<file path="src/hdl/morse_pkg.sv">
`default_nettype none

package morse_pkg;

    // symbol pattern and count
    localparam int sym_w    = 5;
    localparam int cnt_w    = 3;
    localparam int max_syms = 5;

    // decoded character code, 0x0..0x9 digits then a..z
    localparam int code_w = 6;
    localparam logic [code_w-1:0] code_invalid = 6'h3f;

    // keypad codes
    localparam logic [3:0] key_dash  = 4'he;
    localparam logic [3:0] key_dot   = 4'hf;
    localparam logic [3:0] key_enter = 4'hd;

    // character fifo
    localparam int fifo_depth = 8;
    localparam int lvl_w      = 4;

    // wishbone bus
    localparam int wb_aw = 2;
    localparam int wb_dw = 32;
    localparam logic [wb_aw-1:0] reg_data   = 2'd0;
    localparam logic [wb_aw-1:0] reg_status = 2'd1;
    localparam logic [wb_aw-1:0] reg_ctrl   = 2'd2;

    // status word layout
    localparam int st_level_lsb = 0;
    localparam int st_empty_bit = 4;
    localparam int st_full_bit  = 5;
    localparam int st_ovf_bit   = 6;
    localparam int st_rej_bit   = 7;
    localparam int st_cnt_lsb   = 8;
    localparam int st_pat_lsb   = 11;

    // control word layout
    localparam int ctrl_en_bit  = 0;
    localparam int ctrl_clr_bit = 1;

    // data word layout
    localparam int dat_code_lsb  = 0;
    localparam int dat_valid_bit = 8;

endpackage

`default_nettype wire
</file>
<file path="src/hdl/morse_keypad_top.sv">
`timescale 1ns/1ps
`default_nettype none

module morse_keypad_top (
    input  logic                        clk,
    input  logic                        rst,
    input  logic [3:0]                  key,
    input  logic                        key_strobe,
    input  logic                        backspace,
    input  logic                        wb_cyc,
    input  logic                        wb_stb,
    input  logic                        wb_we,
    input  logic [morse_pkg::wb_aw-1:0] wb_adr,
    input  logic [morse_pkg::wb_dw-1:0] wb_dat_w,
    output logic [morse_pkg::wb_dw-1:0] wb_dat_r,
    output logic                        wb_ack
);
    import morse_pkg::*;

    logic              entry_en;
    logic [sym_w-1:0]  cur_pattern;
    logic [cnt_w-1:0]  cur_count;
    logic              push;
    logic [code_w-1:0] push_code;
    logic              reject;
    logic [code_w-1:0] head_code;
    logic [lvl_w-1:0]  level;
    logic              empty;
    logic              full;
    logic              dropped;
    logic              pop;

    morse_entry i_morse_entry (
        .clk         (clk),
        .rst         (rst),
        .entry_en    (entry_en),
        .key         (key),
        .key_strobe  (key_strobe),
        .backspace   (backspace),
        .cur_pattern (cur_pattern),
        .cur_count   (cur_count),
        .push        (push),
        .push_code   (push_code),
        .reject      (reject)
    );

    char_fifo i_char_fifo (
        .clk       (clk),
        .rst       (rst),
        .push      (push),
        .push_code (push_code),
        .pop       (pop),
        .head_code (head_code),
        .level     (level),
        .empty     (empty),
        .full      (full),
        .dropped   (dropped)
    );

    morse_wb_regs i_morse_wb_regs (
        .clk         (clk),
        .rst         (rst),
        .wb_cyc      (wb_cyc),
        .wb_stb      (wb_stb),
        .wb_we       (wb_we),
        .wb_adr      (wb_adr),
        .wb_dat_w    (wb_dat_w),
        .wb_dat_r    (wb_dat_r),
        .wb_ack      (wb_ack),
        .entry_en    (entry_en),
        .reject      (reject),
        .dropped     (dropped),
        .cur_pattern (cur_pattern),
        .cur_count   (cur_count),
        .head_code   (head_code),
        .level       (level),
        .empty       (empty),
        .full        (full),
        .pop         (pop)
    );

endmodule

`default_nettype wire

</file>
<file path="src/hdl/morse_wb_regs.sv">
`timescale 1ns/1ps
`default_nettype none

module morse_wb_regs (
    input  logic                         clk,
    input  logic                         rst,
    input  logic                         wb_cyc,
    input  logic                         wb_stb,
    input  logic                         wb_we,
    input  logic [morse_pkg::wb_aw-1:0]  wb_adr,
    input  logic [morse_pkg::wb_dw-1:0]  wb_dat_w,
    output logic [morse_pkg::wb_dw-1:0]  wb_dat_r,
    output logic                         wb_ack,
    output logic                         entry_en,
    input  logic                         reject,
    input  logic                         dropped,
    input  logic [morse_pkg::sym_w-1:0]  cur_pattern,
    input  logic [morse_pkg::cnt_w-1:0]  cur_count,
    input  logic [morse_pkg::code_w-1:0] head_code,
    input  logic [morse_pkg::lvl_w-1:0]  level,
    input  logic                         empty,
    input  logic                         full,
    output logic                         pop
);
    import morse_pkg::*;

    logic             req_q;
    logic             ovf_flag;
    logic             rej_flag;
    logic             wr_ctrl;
    logic [wb_dw-1:0] rd_word;

    // first edge latches the request, second edge answers
    always_ff @(posedge clk or posedge rst) begin
        if (rst) begin
            req_q  <= 1'b0;
            wb_ack <= 1'b0;
            pop    <= 1'b0;
        end else begin
            req_q  <= wb_cyc & wb_stb & ~req_q & ~wb_ack;
            wb_ack <= req_q;
            // pop lands on the ack cycle of a data read
            pop    <= req_q & ~wb_we & (wb_adr == reg_data) & ~empty;
        end
    end

    assign wr_ctrl = req_q & wb_we & (wb_adr == reg_ctrl);

    always_ff @(posedge clk or posedge rst) begin
        if (rst) begin
            entry_en <= 1'b0;
            ovf_flag <= 1'b0;
            rej_flag <= 1'b0;
        end else begin
            if (wr_ctrl) begin
                entry_en <= wb_dat_w[ctrl_en_bit];
            end
            // a new event in the clearing cycle still sticks
            if (dropped) begin
                ovf_flag <= 1'b1;
            end else if (wr_ctrl && wb_dat_w[ctrl_clr_bit]) begin
                ovf_flag <= 1'b0;
            end
            if (reject) begin
                rej_flag <= 1'b1;
            end else if (wr_ctrl && wb_dat_w[ctrl_clr_bit]) begin
                rej_flag <= 1'b0;
            end
        end
    end

    always_comb begin
        rd_word = '0;
        case (wb_adr)
            reg_data: begin
                rd_word[dat_code_lsb +: code_w] = empty ? '0 : head_code;
                rd_word[dat_valid_bit]          = ~empty;
            end
            reg_status: begin
                rd_word[st_level_lsb +: lvl_w] = level;
                rd_word[st_empty_bit]          = empty;
                rd_word[st_full_bit]           = full;
                rd_word[st_ovf_bit]            = ovf_flag;
                rd_word[st_rej_bit]            = rej_flag;
                rd_word[st_cnt_lsb +: cnt_w]   = cur_count;
                rd_word[st_pat_lsb +: sym_w]   = cur_pattern;
            end
            reg_ctrl: rd_word[ctrl_en_bit] = entry_en;
            default:  rd_word = '0;
        endcase
    end

    always_ff @(posedge clk) begin
        if (req_q) begin
            wb_dat_r <= rd_word;
        end
    end

    a_ack_follows_stb: assert property (@(posedge clk) disable iff (rst)
        wb_ack |-> $past(wb_stb));

endmodule

`default_nettype wire

</file>
<file path="src/hdl/char_fifo.sv">
`timescale 1ns/1ps
`default_nettype none

module char_fifo (
    input  logic                         clk,
    input  logic                         rst,
    input  logic                         push,
    input  logic [morse_pkg::code_w-1:0] push_code,
    input  logic                         pop,
    output logic [morse_pkg::code_w-1:0] head_code,
    output logic [morse_pkg::lvl_w-1:0]  level,
    output logic                         empty,
    output logic                         full,
    output logic                         dropped
);
    import morse_pkg::*;

    logic [code_w-1:0]             mem [fifo_depth];
    logic [$clog2(fifo_depth)-1:0] wr_ptr;
    logic [$clog2(fifo_depth)-1:0] rd_ptr;
    logic                          do_push;
    logic                          do_pop;

    assign do_push = push & ~full;
    assign do_pop  = pop & ~empty;

    always_ff @(posedge clk) begin
        if (do_push) begin
            mem[wr_ptr] <= push_code;
        end
    end

    // pointers wrap on their own, depth is a power of two
    always_ff @(posedge clk or posedge rst) begin
        if (rst) begin
            wr_ptr  <= '0;
            rd_ptr  <= '0;
            level   <= '0;
            dropped <= 1'b0;
        end else begin
            dropped <= push & full;
            if (do_push) begin
                wr_ptr <= wr_ptr + 1'b1;
            end
            if (do_pop) begin
                rd_ptr <= rd_ptr + 1'b1;
            end
            case ({do_push, do_pop})
                2'b10:   level <= level + 1'b1;
                2'b01:   level <= level - 1'b1;
                default: level <= level;
            endcase
        end
    end

    assign head_code = mem[rd_ptr];
    assign empty     = (level == '0);
    assign full      = (level == lvl_w'(fifo_depth));

    a_level_bound: assert property (@(posedge clk) disable iff (rst)
        level <= lvl_w'(fifo_depth));

endmodule

`default_nettype wire

</file>
<file path="src/hdl/morse_entry.sv">
`timescale 1ns/1ps
`default_nettype none

module morse_entry (
    input  logic                         clk,
    input  logic                         rst,
    input  logic                         entry_en,
    input  logic [3:0]                   key,
    input  logic                         key_strobe,
    input  logic                         backspace,
    output logic [morse_pkg::sym_w-1:0]  cur_pattern,
    output logic [morse_pkg::cnt_w-1:0]  cur_count,
    output logic                         push,
    output logic [morse_pkg::code_w-1:0] push_code,
    output logic                         reject
);
    import morse_pkg::*;

    // two sync stages plus one edge reference flop
    logic [2:0]        stb_sync;
    logic [2:0]        bs_sync;
    logic              stb_evt;
    logic              bs_evt;
    logic [3:0]        key_q;
    logic [code_w-1:0] lut_code;
    logic              lut_found;
    logic              at_max;
    logic              commit;

    always_ff @(posedge clk or posedge rst) begin
        if (rst) begin
            stb_sync <= '0;
            bs_sync  <= '0;
            stb_evt  <= 1'b0;
            bs_evt   <= 1'b0;
        end else begin
            stb_sync <= {stb_sync[1:0], key_strobe};
            bs_sync  <= {bs_sync[1:0], backspace};
            stb_evt  <= stb_sync[1] & ~stb_sync[2];
            bs_evt   <= bs_sync[1] & ~bs_sync[2];
        end
    end

    // key is stable while the strobe is up, grab it with the edge
    always_ff @(posedge clk) begin
        if (stb_sync[1] && !stb_sync[2]) begin
            key_q <= key;
        end
    end

    morse_lut i_morse_lut (
        .pattern (cur_pattern),
        .count   (cur_count),
        .code    (lut_code),
        .found   (lut_found)
    );

    assign at_max = (cur_count == cnt_w'(max_syms));
    // backspace wins, so a same-cycle enter is lost
    assign commit = entry_en & stb_evt & ~bs_evt & (key_q == key_enter);

    always_ff @(posedge clk or posedge rst) begin
        if (rst) begin
            cur_pattern <= '0;
            cur_count   <= '0;
            push        <= 1'b0;
            reject      <= 1'b0;
        end else begin
            push   <= 1'b0;
            reject <= 1'b0;
            if (!entry_en) begin
                cur_pattern <= '0;
                cur_count   <= '0;
            end else if (bs_evt) begin
                cur_pattern <= {1'b0, cur_pattern[sym_w-1:1]};
                if (cur_count != '0) begin
                    cur_count <= cur_count - 1'b1;
                end
            end else if (commit) begin
                push        <= lut_found;
                reject      <= ~lut_found;
                cur_pattern <= '0;
                cur_count   <= '0;
            end else if (stb_evt && !at_max &&
                         (key_q == key_dot || key_q == key_dash)) begin
                // new symbol enters on the right
                cur_pattern <= {cur_pattern[sym_w-2:0], key_q == key_dash};
                cur_count   <= cur_count + 1'b1;
            end
        end
    end

    always_ff @(posedge clk) begin
        if (commit) begin
            push_code <= lut_code;
        end
    end

    a_count_max: assert property (@(posedge clk) disable iff (rst)
        cur_count <= cnt_w'(max_syms));

    a_push_xor_reject: assert property (@(posedge clk) disable iff (rst)
        !(push && reject));

endmodule

`default_nettype wire

</file>
<file path="src/hdl/morse_lut.sv">
`timescale 1ns/1ps
`default_nettype none

module morse_lut (
    input  logic [morse_pkg::sym_w-1:0]  pattern,
    input  logic [morse_pkg::cnt_w-1:0]  count,
    output logic [morse_pkg::code_w-1:0] code,
    output logic                         found
);
    import morse_pkg::*;

    // key is {count, pattern}; first symbol sits in the highest used bit
    always_comb begin
        found = 1'b1;
        case ({count, pattern})
            // letters
            8'b010_00001: code = 6'h0a;
            8'b100_01000: code = 6'h0b;
            8'b100_01010: code = 6'h0c;
            8'b011_00100: code = 6'h0d;
            8'b001_00000: code = 6'h0e;
            8'b100_00010: code = 6'h0f;
            8'b011_00110: code = 6'h10;
            8'b100_00000: code = 6'h11;
            8'b010_00000: code = 6'h12;
            8'b100_00111: code = 6'h13;
            8'b011_00101: code = 6'h14;
            8'b100_00100: code = 6'h15;
            8'b010_00011: code = 6'h16;
            8'b010_00010: code = 6'h17;
            8'b011_00111: code = 6'h18;
            8'b100_00110: code = 6'h19;
            8'b100_01101: code = 6'h1a;
            8'b011_00010: code = 6'h1b;
            8'b011_00000: code = 6'h1c;
            8'b001_00001: code = 6'h1d;
            8'b011_00001: code = 6'h1e;
            8'b100_00001: code = 6'h1f;
            8'b011_00011: code = 6'h20;
            8'b100_01001: code = 6'h21;
            8'b100_01011: code = 6'h22;
            8'b100_01100: code = 6'h23;
            // digits, always five symbols
            8'b101_11111: code = 6'h00;
            8'b101_01111: code = 6'h01;
            8'b101_00111: code = 6'h02;
            8'b101_00011: code = 6'h03;
            8'b101_00001: code = 6'h04;
            8'b101_00000: code = 6'h05;
            8'b101_10000: code = 6'h06;
            8'b101_11000: code = 6'h07;
            8'b101_11100: code = 6'h08;
            8'b101_11110: code = 6'h09;
            default: begin
                code  = code_invalid;
                found = 1'b0;
            end
        endcase
    end

endmodule

`default_nettype wire

</file>
<file path="config.mk">
export PLATFORM = sky130hd
export DESIGN_NAME = morse_keypad_top
export DESIGN_NICKNAME = d
export VERILOG_FILES = /design/src/hdl/morse_pkg.sv /design/src/hdl/morse_keypad_top.sv /design/src/hdl/morse_wb_regs.sv /design/src/hdl/char_fifo.sv /design/src/hdl/morse_entry.sv /design/src/hdl/morse_lut.sv
export SDC_FILE = /design/constraint.sdc
export NUM_CORES = 1
export LEC_CHECK = 0
export ABC_AREA = 1
export BUFFER_PORTS_ARGS = -buffer_cell sky130_fd_sc_hd__clkbuf_2
export CAP_MARGIN = 20
export CORE_ASPECT_RATIO = 0.5
export CORE_UTILIZATION = 39
export CTS_BUF_LIST = sky130_fd_sc_hd__clkbuf_16
export CTS_CLUSTER_SIZE = 28
export DETAILED_ROUTE_END_ITERATION = 12
export PLACE_DENSITY = 0.67
export SYNTH_ARGS = -nofsm -noshare
export SYNTH_HDL_FRONTEND = slang
export SYNTH_SLANG_ARGS = --single-unit
</file>
<file path="constraint.sdc">
create_clock -name clk -period 6.7 [get_ports clk]
set_input_delay 0 -clock clk [delete_from_list [all_inputs] [get_ports clk]]
set_output_delay 0 -clock clk [all_outputs]
set_load 0.005 [all_outputs]
</file>
# ---- Word level (Yosys, flattened, before mapping)
# Memory sizes are Yosys's and may differ from the RTL's.
# Index checks and enable logic that the tools add are counted.
dict set report classes {
  mux 27
  eq_ne 47
  n_bitwise 25
  reduce_logical 15
  add_sub_neg 6
}
# op n
set ops {}
lappend ops {{$pmux 6 s36} 1}
lappend ops {{$eq 8x8->1 const B} 22}
lappend ops {{$eq 8x7->1 const B} 12}
lappend ops {{$reduce_or 36->1} 1}
lappend ops {{$mux 5} 4}
lappend ops {{$and 1x1->1} 16}
lappend ops {{$eq 4x4->1 const B} 4}
lappend ops {{$eq 8x6->1 const B} 2}
lappend ops {{$mux 3} 5}
lappend ops {{$mux 1} 12}
lappend ops {{$pmux 5 s2} 1}
lappend ops {{$add 3x1->3 const B} 3}
lappend ops {{$not 1->1} 9}
lappend ops {{$pmux 4 s2} 1}
lappend ops {{$mux 6} 1}
lappend ops {{$reduce_bool 2->1} 3}
lappend ops {{$add 4x1->4 const B} 1}
lappend ops {{$eq 2x1->1 const B} 2}
lappend ops {{$eq 2x2->1 const B} 2}
lappend ops {{$logic_and 1x1->1} 4}
lappend ops {{$logic_not 4->1} 1}
lappend ops {{$ne 4x4->1 const B} 1}
lappend ops {{$sub 4x1->4 const B} 1}
lappend ops {{$eq 3x3->1 const B} 1}
lappend ops {{9 further kinds} 10}
dict set report word_totals {
  word_cells 143
  n_memories 1
  ram_bits 48
  output_inout_bits 33
  inputBits 45
  register_bits 61
}
# memory depth word_bits read_ports rd_ports_with_merged_regs write_ports line
set memory_table {}
lappend memory_table {i_char_fifo.mem 8 6 1 0 1 char_fifo.sv:18} ;# logic [code_w-1:0] mem [fifo_depth];

# ---- Logic depth before layout (Yosys ltp)
dict set report logic_depth {
  ltp_word 8
  mapped_depth 15
  ltp_nobuf 15
}

# ---- By module
# Synthesis repeated with hierarchy kept, for this count alone.
dict set report hier_totals {
  cells_unflattened 652
  hier_area_um2 5622.9
}
# module area_each_um2 cells_per_inst n_inst seq_area_each_um2
set modules_own_cells {}
lappend modules_own_cells {char_fifo 2741.4 292 1 1716.6}
lappend modules_own_cells {morse_entry 1188.6 114 1 750.7}
lappend modules_own_cells {morse_wb_regs 1044.8 101 1 630.6}
lappend modules_own_cells {morse_lut 648.1 145 1 0.0}

# ---- Worst setup path after synthesis
# Ideal clock, no wire load.
dict set report synth_timing {
  path_type {reg-to-reg}
  start {register i_char_fifo.level[0] (netlist bit)}
  end {register i_char_fifo.level[3] (netlist bit)}
  setup_ns 0.122
  n_path_buf 0
  path_stages_with_launch 16
  synth_period_minus_slack_ns 2.141
  required_time_ns 6.578
  arrival_time_ns 2.019
  setup_slack_ns 4.559
  cell_sequence {dfrtp_1 inv_1 nand2_1 nor3_1 inv_1 nand2_1 inv_1 ha_1 ha_1 nand2_1 nand2_1 a21oi_1 nor2_1 nor2_1 nand2_1 xor2_1}
}
dict set report synth_between {
  elab_chain_len 5
  elab_cells_between_ends 12
  cone_classes {add/sub: 2; eq/ne: 3; mux: 1; bitwise: 4; reduce/logical: 2}
}
# element line
set synth_rtl {}
lappend synth_rtl {{from (decl)} char_fifo.sv:11} ;# output logic [morse_pkg::lvl_w-1:0] level,
lappend synth_rtl {{from (signal assigned)} char_fifo.sv:49} ;# 2'b10: level <= level + 1'b1;
lappend synth_rtl {{from (signal assigned)} char_fifo.sv:50} ;# 2'b01: level <= level - 1'b1;
lappend synth_rtl {{from (signal assigned)} char_fifo.sv:51} ;# default: level <= level;
lappend synth_rtl {{$logic_not 4->1 *} char_fifo.sv:57} ;# assign empty = (level == '0);
lappend synth_rtl {{$not 1->1 *} char_fifo.sv:25} ;# assign do_pop = pop & ~empty;
lappend synth_rtl {{$and 1x1->1 *} char_fifo.sv:25}
lappend synth_rtl {{via i_char_fifo.do_pop} char_fifo.sv:22} ;# logic do_pop;
lappend synth_rtl {{$eq 2x1->1 / $eq 2x2->1 (equally long branches)} char_fifo.sv:48} ;# case ({do_push, do_pop})
lappend synth_rtl {{$pmux 4 s2 / $reduce_bool 2->1 (equally long branches)} --}
# Mark *: on every way through the listed nets, which the timed path passes. The rest lies on a longest branch.
# A chain may end at the register's enable or synchronous reset.

# ---- Worst setup path in the final report
# Ends and elaborated chain as after synthesis.

==> metrics.md <==
| Metric | Value |
|---|---|
| Status | `complete, but fails checks` |
| Failing checks | `design-rule violations` |
| Fillers | `1223` |
| Routability cong. | `~0.88` |
| Initial Util | `0.406` |
| Unrepaired setup endpoints after global routing | `false` |
| CP required | `~7 ns` |
| Clk root buf | `clkbuf_16` |
| Die Area | `13900 µm²` |
| Period utilization | `0.359` |
| Min cycle time layout | `between 2 and 2.5 ns` |
| Final net count | `658` |
| Routed vias | `about 3.8k` |
| Vias in the first global route | `approximately 3.7k` |
| FP Rows | `29` |
| Setup crit end kind | `flip-flop` |
| CP Cell Sequence | `inv_1, nand2_1, nor3_1, inv_1, nand2_1, inv_1, ha_1, ha_1, nand2_1, nand2_1, a21oi_1, nor2_1, nor2_1, nand2_1, xor2_1` |
| Netlist Area Pre-Place | `5220 µm²` |
| H-tree Lvls | `3` |
| Seq/Total Area, Yosys | `0.594` |
| Synth Warn # | `0` |
| Synthesis-to-finish area growth | `13.3%` |
| First-pass GRT wire length | `17800 µm` |
| Ports | `78` |
| Seq cells post-synth | `109` |
| DR WL/cell | `13.7 µm` |
| Post-Synthesis Cells | `555` |
| Skew-Pair Late Insertion Delay | `between 0.3 and 0.4 ns` |
| Final Power | `between 0.0015 and 0.002 W` |
| Slew Viols, Final | `0` |
| Synth unique cells | `33` |
| Area of the core | `12800 µm²` |
| CTS tree | `yes` |
| Layout Skew | `between 0.01 and 0.015 ns` |
| Register area | `3100 µm²` |
| FMAX | `416 MHz` |
| Max Root-Sink Buffers | `2` |
| Antenna Violating Nets Remaining | `0` |
| Post-synth top area share | `0.426` |
| Leading area contributor after synthesis | `edfxtp_1` |
| Gr ovfl total | `0` |
| CP Class | `reg2reg` |
| Startpoint Class | `flip-flop` |
| Ranking of synthesized cells by area | `edfxtp_1, dfrtp_1, nor2_1, nand2_1, o21ai_0` |
| VDD IR-drop max | `0.000134 V` |
| Pin count of the biggest net entering global routing | `36` |
| Multi-input logic area | `between 1500 and 2000 µm²` |
| First-pass DRT Iterations | `8` |
| Slowest-stage cell, CP | `dfrtp_1` |
| DIE WIDTH | `around 170 µm` |
| Final setup viols | `0` |
| Fin Setup TNS | `0 ns` |
| Worst-path clk slew | `0.07 ns` |
| # DRC | `11` |
| Relative slew slack | `0.360` |
| Ant. Diodes | `0` |
| Post-cts repair resize count | `0` |
| Clk sinks | `between 100 and 150` |
| Buf/Inv on CP | `3` |
| Tightest Hold Check Type | `in2reg` |
| Starting DRC count in detailed routing | `~320` |
| Mean Syn Cell Area | `9.40 µm²` |
| Cts bufs inserted | `9` |
| Die Ht | `between 80 and 90 µm` |
| Post-DP HPWL | `7590 µm` |
| CP max FO | `3` |
| Final Cell Area | `5910 µm²` |
| Share of cells above drive strength 1 | `0.122` |
| Via density | `4.91` |
| Number of port buffers | `31` |
| P_leak | `between 2 and 3 nW` |
| Fin. Hold Viols | `0` |
| Final hold slack | `0.0574 ns` |
| GRT Total Usage | `0.164` |
| Post-DP Area | `5510 µm²` |
| Final Routed Wirelength | `~11000 µm` |
| Cell Pwr Density | `between 200 and 300 nW/µm²` |
| Initial antenna violation count | `0` |
| Kind of cell adding the most delay to the critical path | `simple AND/OR/NAND/NOR gates` |
| Max incr delay on CP | `0.41 ns` |
| Max-cap violation count | `0` |
| Arr. time, crit path | `2.64 ns` |
| Worst-margin pin slew | `between 0.9 and 1 ns` |
| Crit path top cell by count | `nand2_1` |
==> area by class of cell <==
| type | instances | share of cell area |
|---|---|---|
| well taps | 170 | 0.0360 |
| multi-input cells | 384 | 0.309 |
| inverters | 54 | 0.0343 |
| flip-flops and latches | 109 | 0.524 |
| repair buffers | 45 | 0.0491 |
| clock inverters | 7 | 0.00974 |
| clock buffers | 9 | 0.0381 |
==> logic make-up after synthesis <==
family | synth area share
AND/OR/NAND/NOR | 0.223
adder cells (fa/ha/maj) | 0.0254
flip-flops | 0.594
buffers and inverters | 0.0669
XOR/XNOR | 0.0101
other | 0.000719
AO/OA/AOI/OAI | 0.0794
==> metrics by stage <==
stage          setup WS (ns)  utilization  cells
3_3_place_gp            4.36        0.429    750
4_1_cts                 4.29        0.460    778
2_1_floorplan           4.56            -    570
6_report                4.30        0.460    778
5_1_grt                 4.03        0.460    778
3_5_place_dp            4.32        0.429    750
==> worst reg2reg max path: cells and delay by family (launching register included) <==
kind            cells  cell delay [ns]
simple gates        8             0.74
xor+xnor            1             0.14
compound gates      1             0.16
fa+ha+maj           2             0.54
flops               1             0.41
buf+inv             3             0.30
==> Yosys cell counts <==
cell       count
nor2_1       120
nand3b_1       2
buf_4         16
inv_2          8
nor2_4         2
o32ai_1        1
nand4_1        4
a21oi_1        9
nand3_1       28
nand3_2        2
buf_1          1
o2111ai_1      1
inv_1         46
a21oi_2        1
clkbuf_1       6
o21bai_1       3
nor3_1         7
xor2_1         5
fa_1           1
xnor2_1        1
nand2_2        3
conb_1         1
nand2_1      100
o31ai_1        1
nor2_2         9
o211ai_1       7
edfxtp_1      74
or2_2          1
o22ai_1        3
ha_1           9
dfrtp_1       35
o21ai_0       47
a31oi_1        1
==> metal layers <==
| metal | global-route usage | vias up | wire length, µm |
|---|---|---|---|
| met4 | 0.0438 | 0 | 142 |
| li1 | - | 1901 | - |
| met3 | 0.0358 | 12 | 473 |
| met1 | 0.217 | 1812 | 4990 |
| met2 | 0.272 | 96 | 5050 |
| met5 | 0 | - | 0 |
==> cells in the final DEF, fill, tap and decap left out, types with 3 or more instances in the layout <==
cell type,instances
clkbuf_16,9
nor3_1,7
nand2_2,3
o211ai_1,7
o22ai_1,3
edfxtp_1,74
o21ai_0,47
nand2_1,100
xor2_1,5
o21bai_1,3
conb_1,16
dlygate4sd3_1,12
clkbuf_2,31
ha_1,9
a21oi_1,9
inv_2,8
dfrtp_1,35
nand4_1,4
nor2_2,9
inv_1,47
nor2_1,120
nand3_1,28
==> timing repair <==
action / CTS / global route
hold buffers: 12 / 0
endpoints found under the hold margin: 46 / 0
buffers inserted: 0 / 0
==> registers in the layout, indices dropped and copies added, names as in the netlist <==
signal and count:
i_char_fifo.mem 48, i_morse_wb_regs.wb_dat_r 16, i_morse_entry.push_code 6, i_morse_entry.cur_pattern 5, i_char_fifo.level 4, i_morse_entry.key_q 4
i_char_fifo.rd_ptr 3, i_char_fifo.wr_ptr 3, i_morse_entry.bs_sync 3, i_morse_entry.cur_count 3, i_morse_entry.stb_sync 3, i_char_fifo.dropped 1
i_morse_entry.bs_evt 1, i_morse_entry.push 1, i_morse_entry.reject 1, i_morse_entry.stb_evt 1, i_morse_wb_regs.entry_en 1, i_morse_wb_regs.ovf_flag 1
i_morse_wb_regs.pop 1, i_morse_wb_regs.rej_flag 1, i_morse_wb_regs.req_q 1, i_morse_wb_regs.wb_ack 1
==> worst paths after layout <==
path / depth (start not counted) / startpoint / slack (ns) / endpoint
setup / recovery: 15 / i_char_fifo.level[0]$_DFFE_PP0P_ / 4.30 / i_char_fifo.level[3]$_DFFE_PP0P_
hold / removal: 4 / wb_adr[1] / 0.06 / i_morse_wb_regs.pop$_DFF_PP0_
setup reg to reg: 15 / i_char_fifo.level[0]$_DFFE_PP0P_ / 4.30 / i_char_fifo.level[3]$_DFFE_PP0P_
hold reg to reg: 0 / i_morse_entry.bs_sync[0]$_DFF_PP0_ / 0.35 / i_morse_entry.bs_sync[1]$_DFF_PP0_
max in group asynchronous: 4 / rst / 6.08 / i_morse_entry.push$_DFF_PP0_
min in group asynchronous: 4 / rst / 0.29 / i_morse_entry.bs_sync[1]$_DFF_PP0_
==> where the power goes <==
part / leakage (nW) / switching, W / internal [W]
clock network: 0.145 / 0.000245 / 0.000259
logic: 1.26 / 0.000299 / 0.000139
registers: 1.13 / 0.0000522 / 0.000776
(Power assumes the default switching activity.)
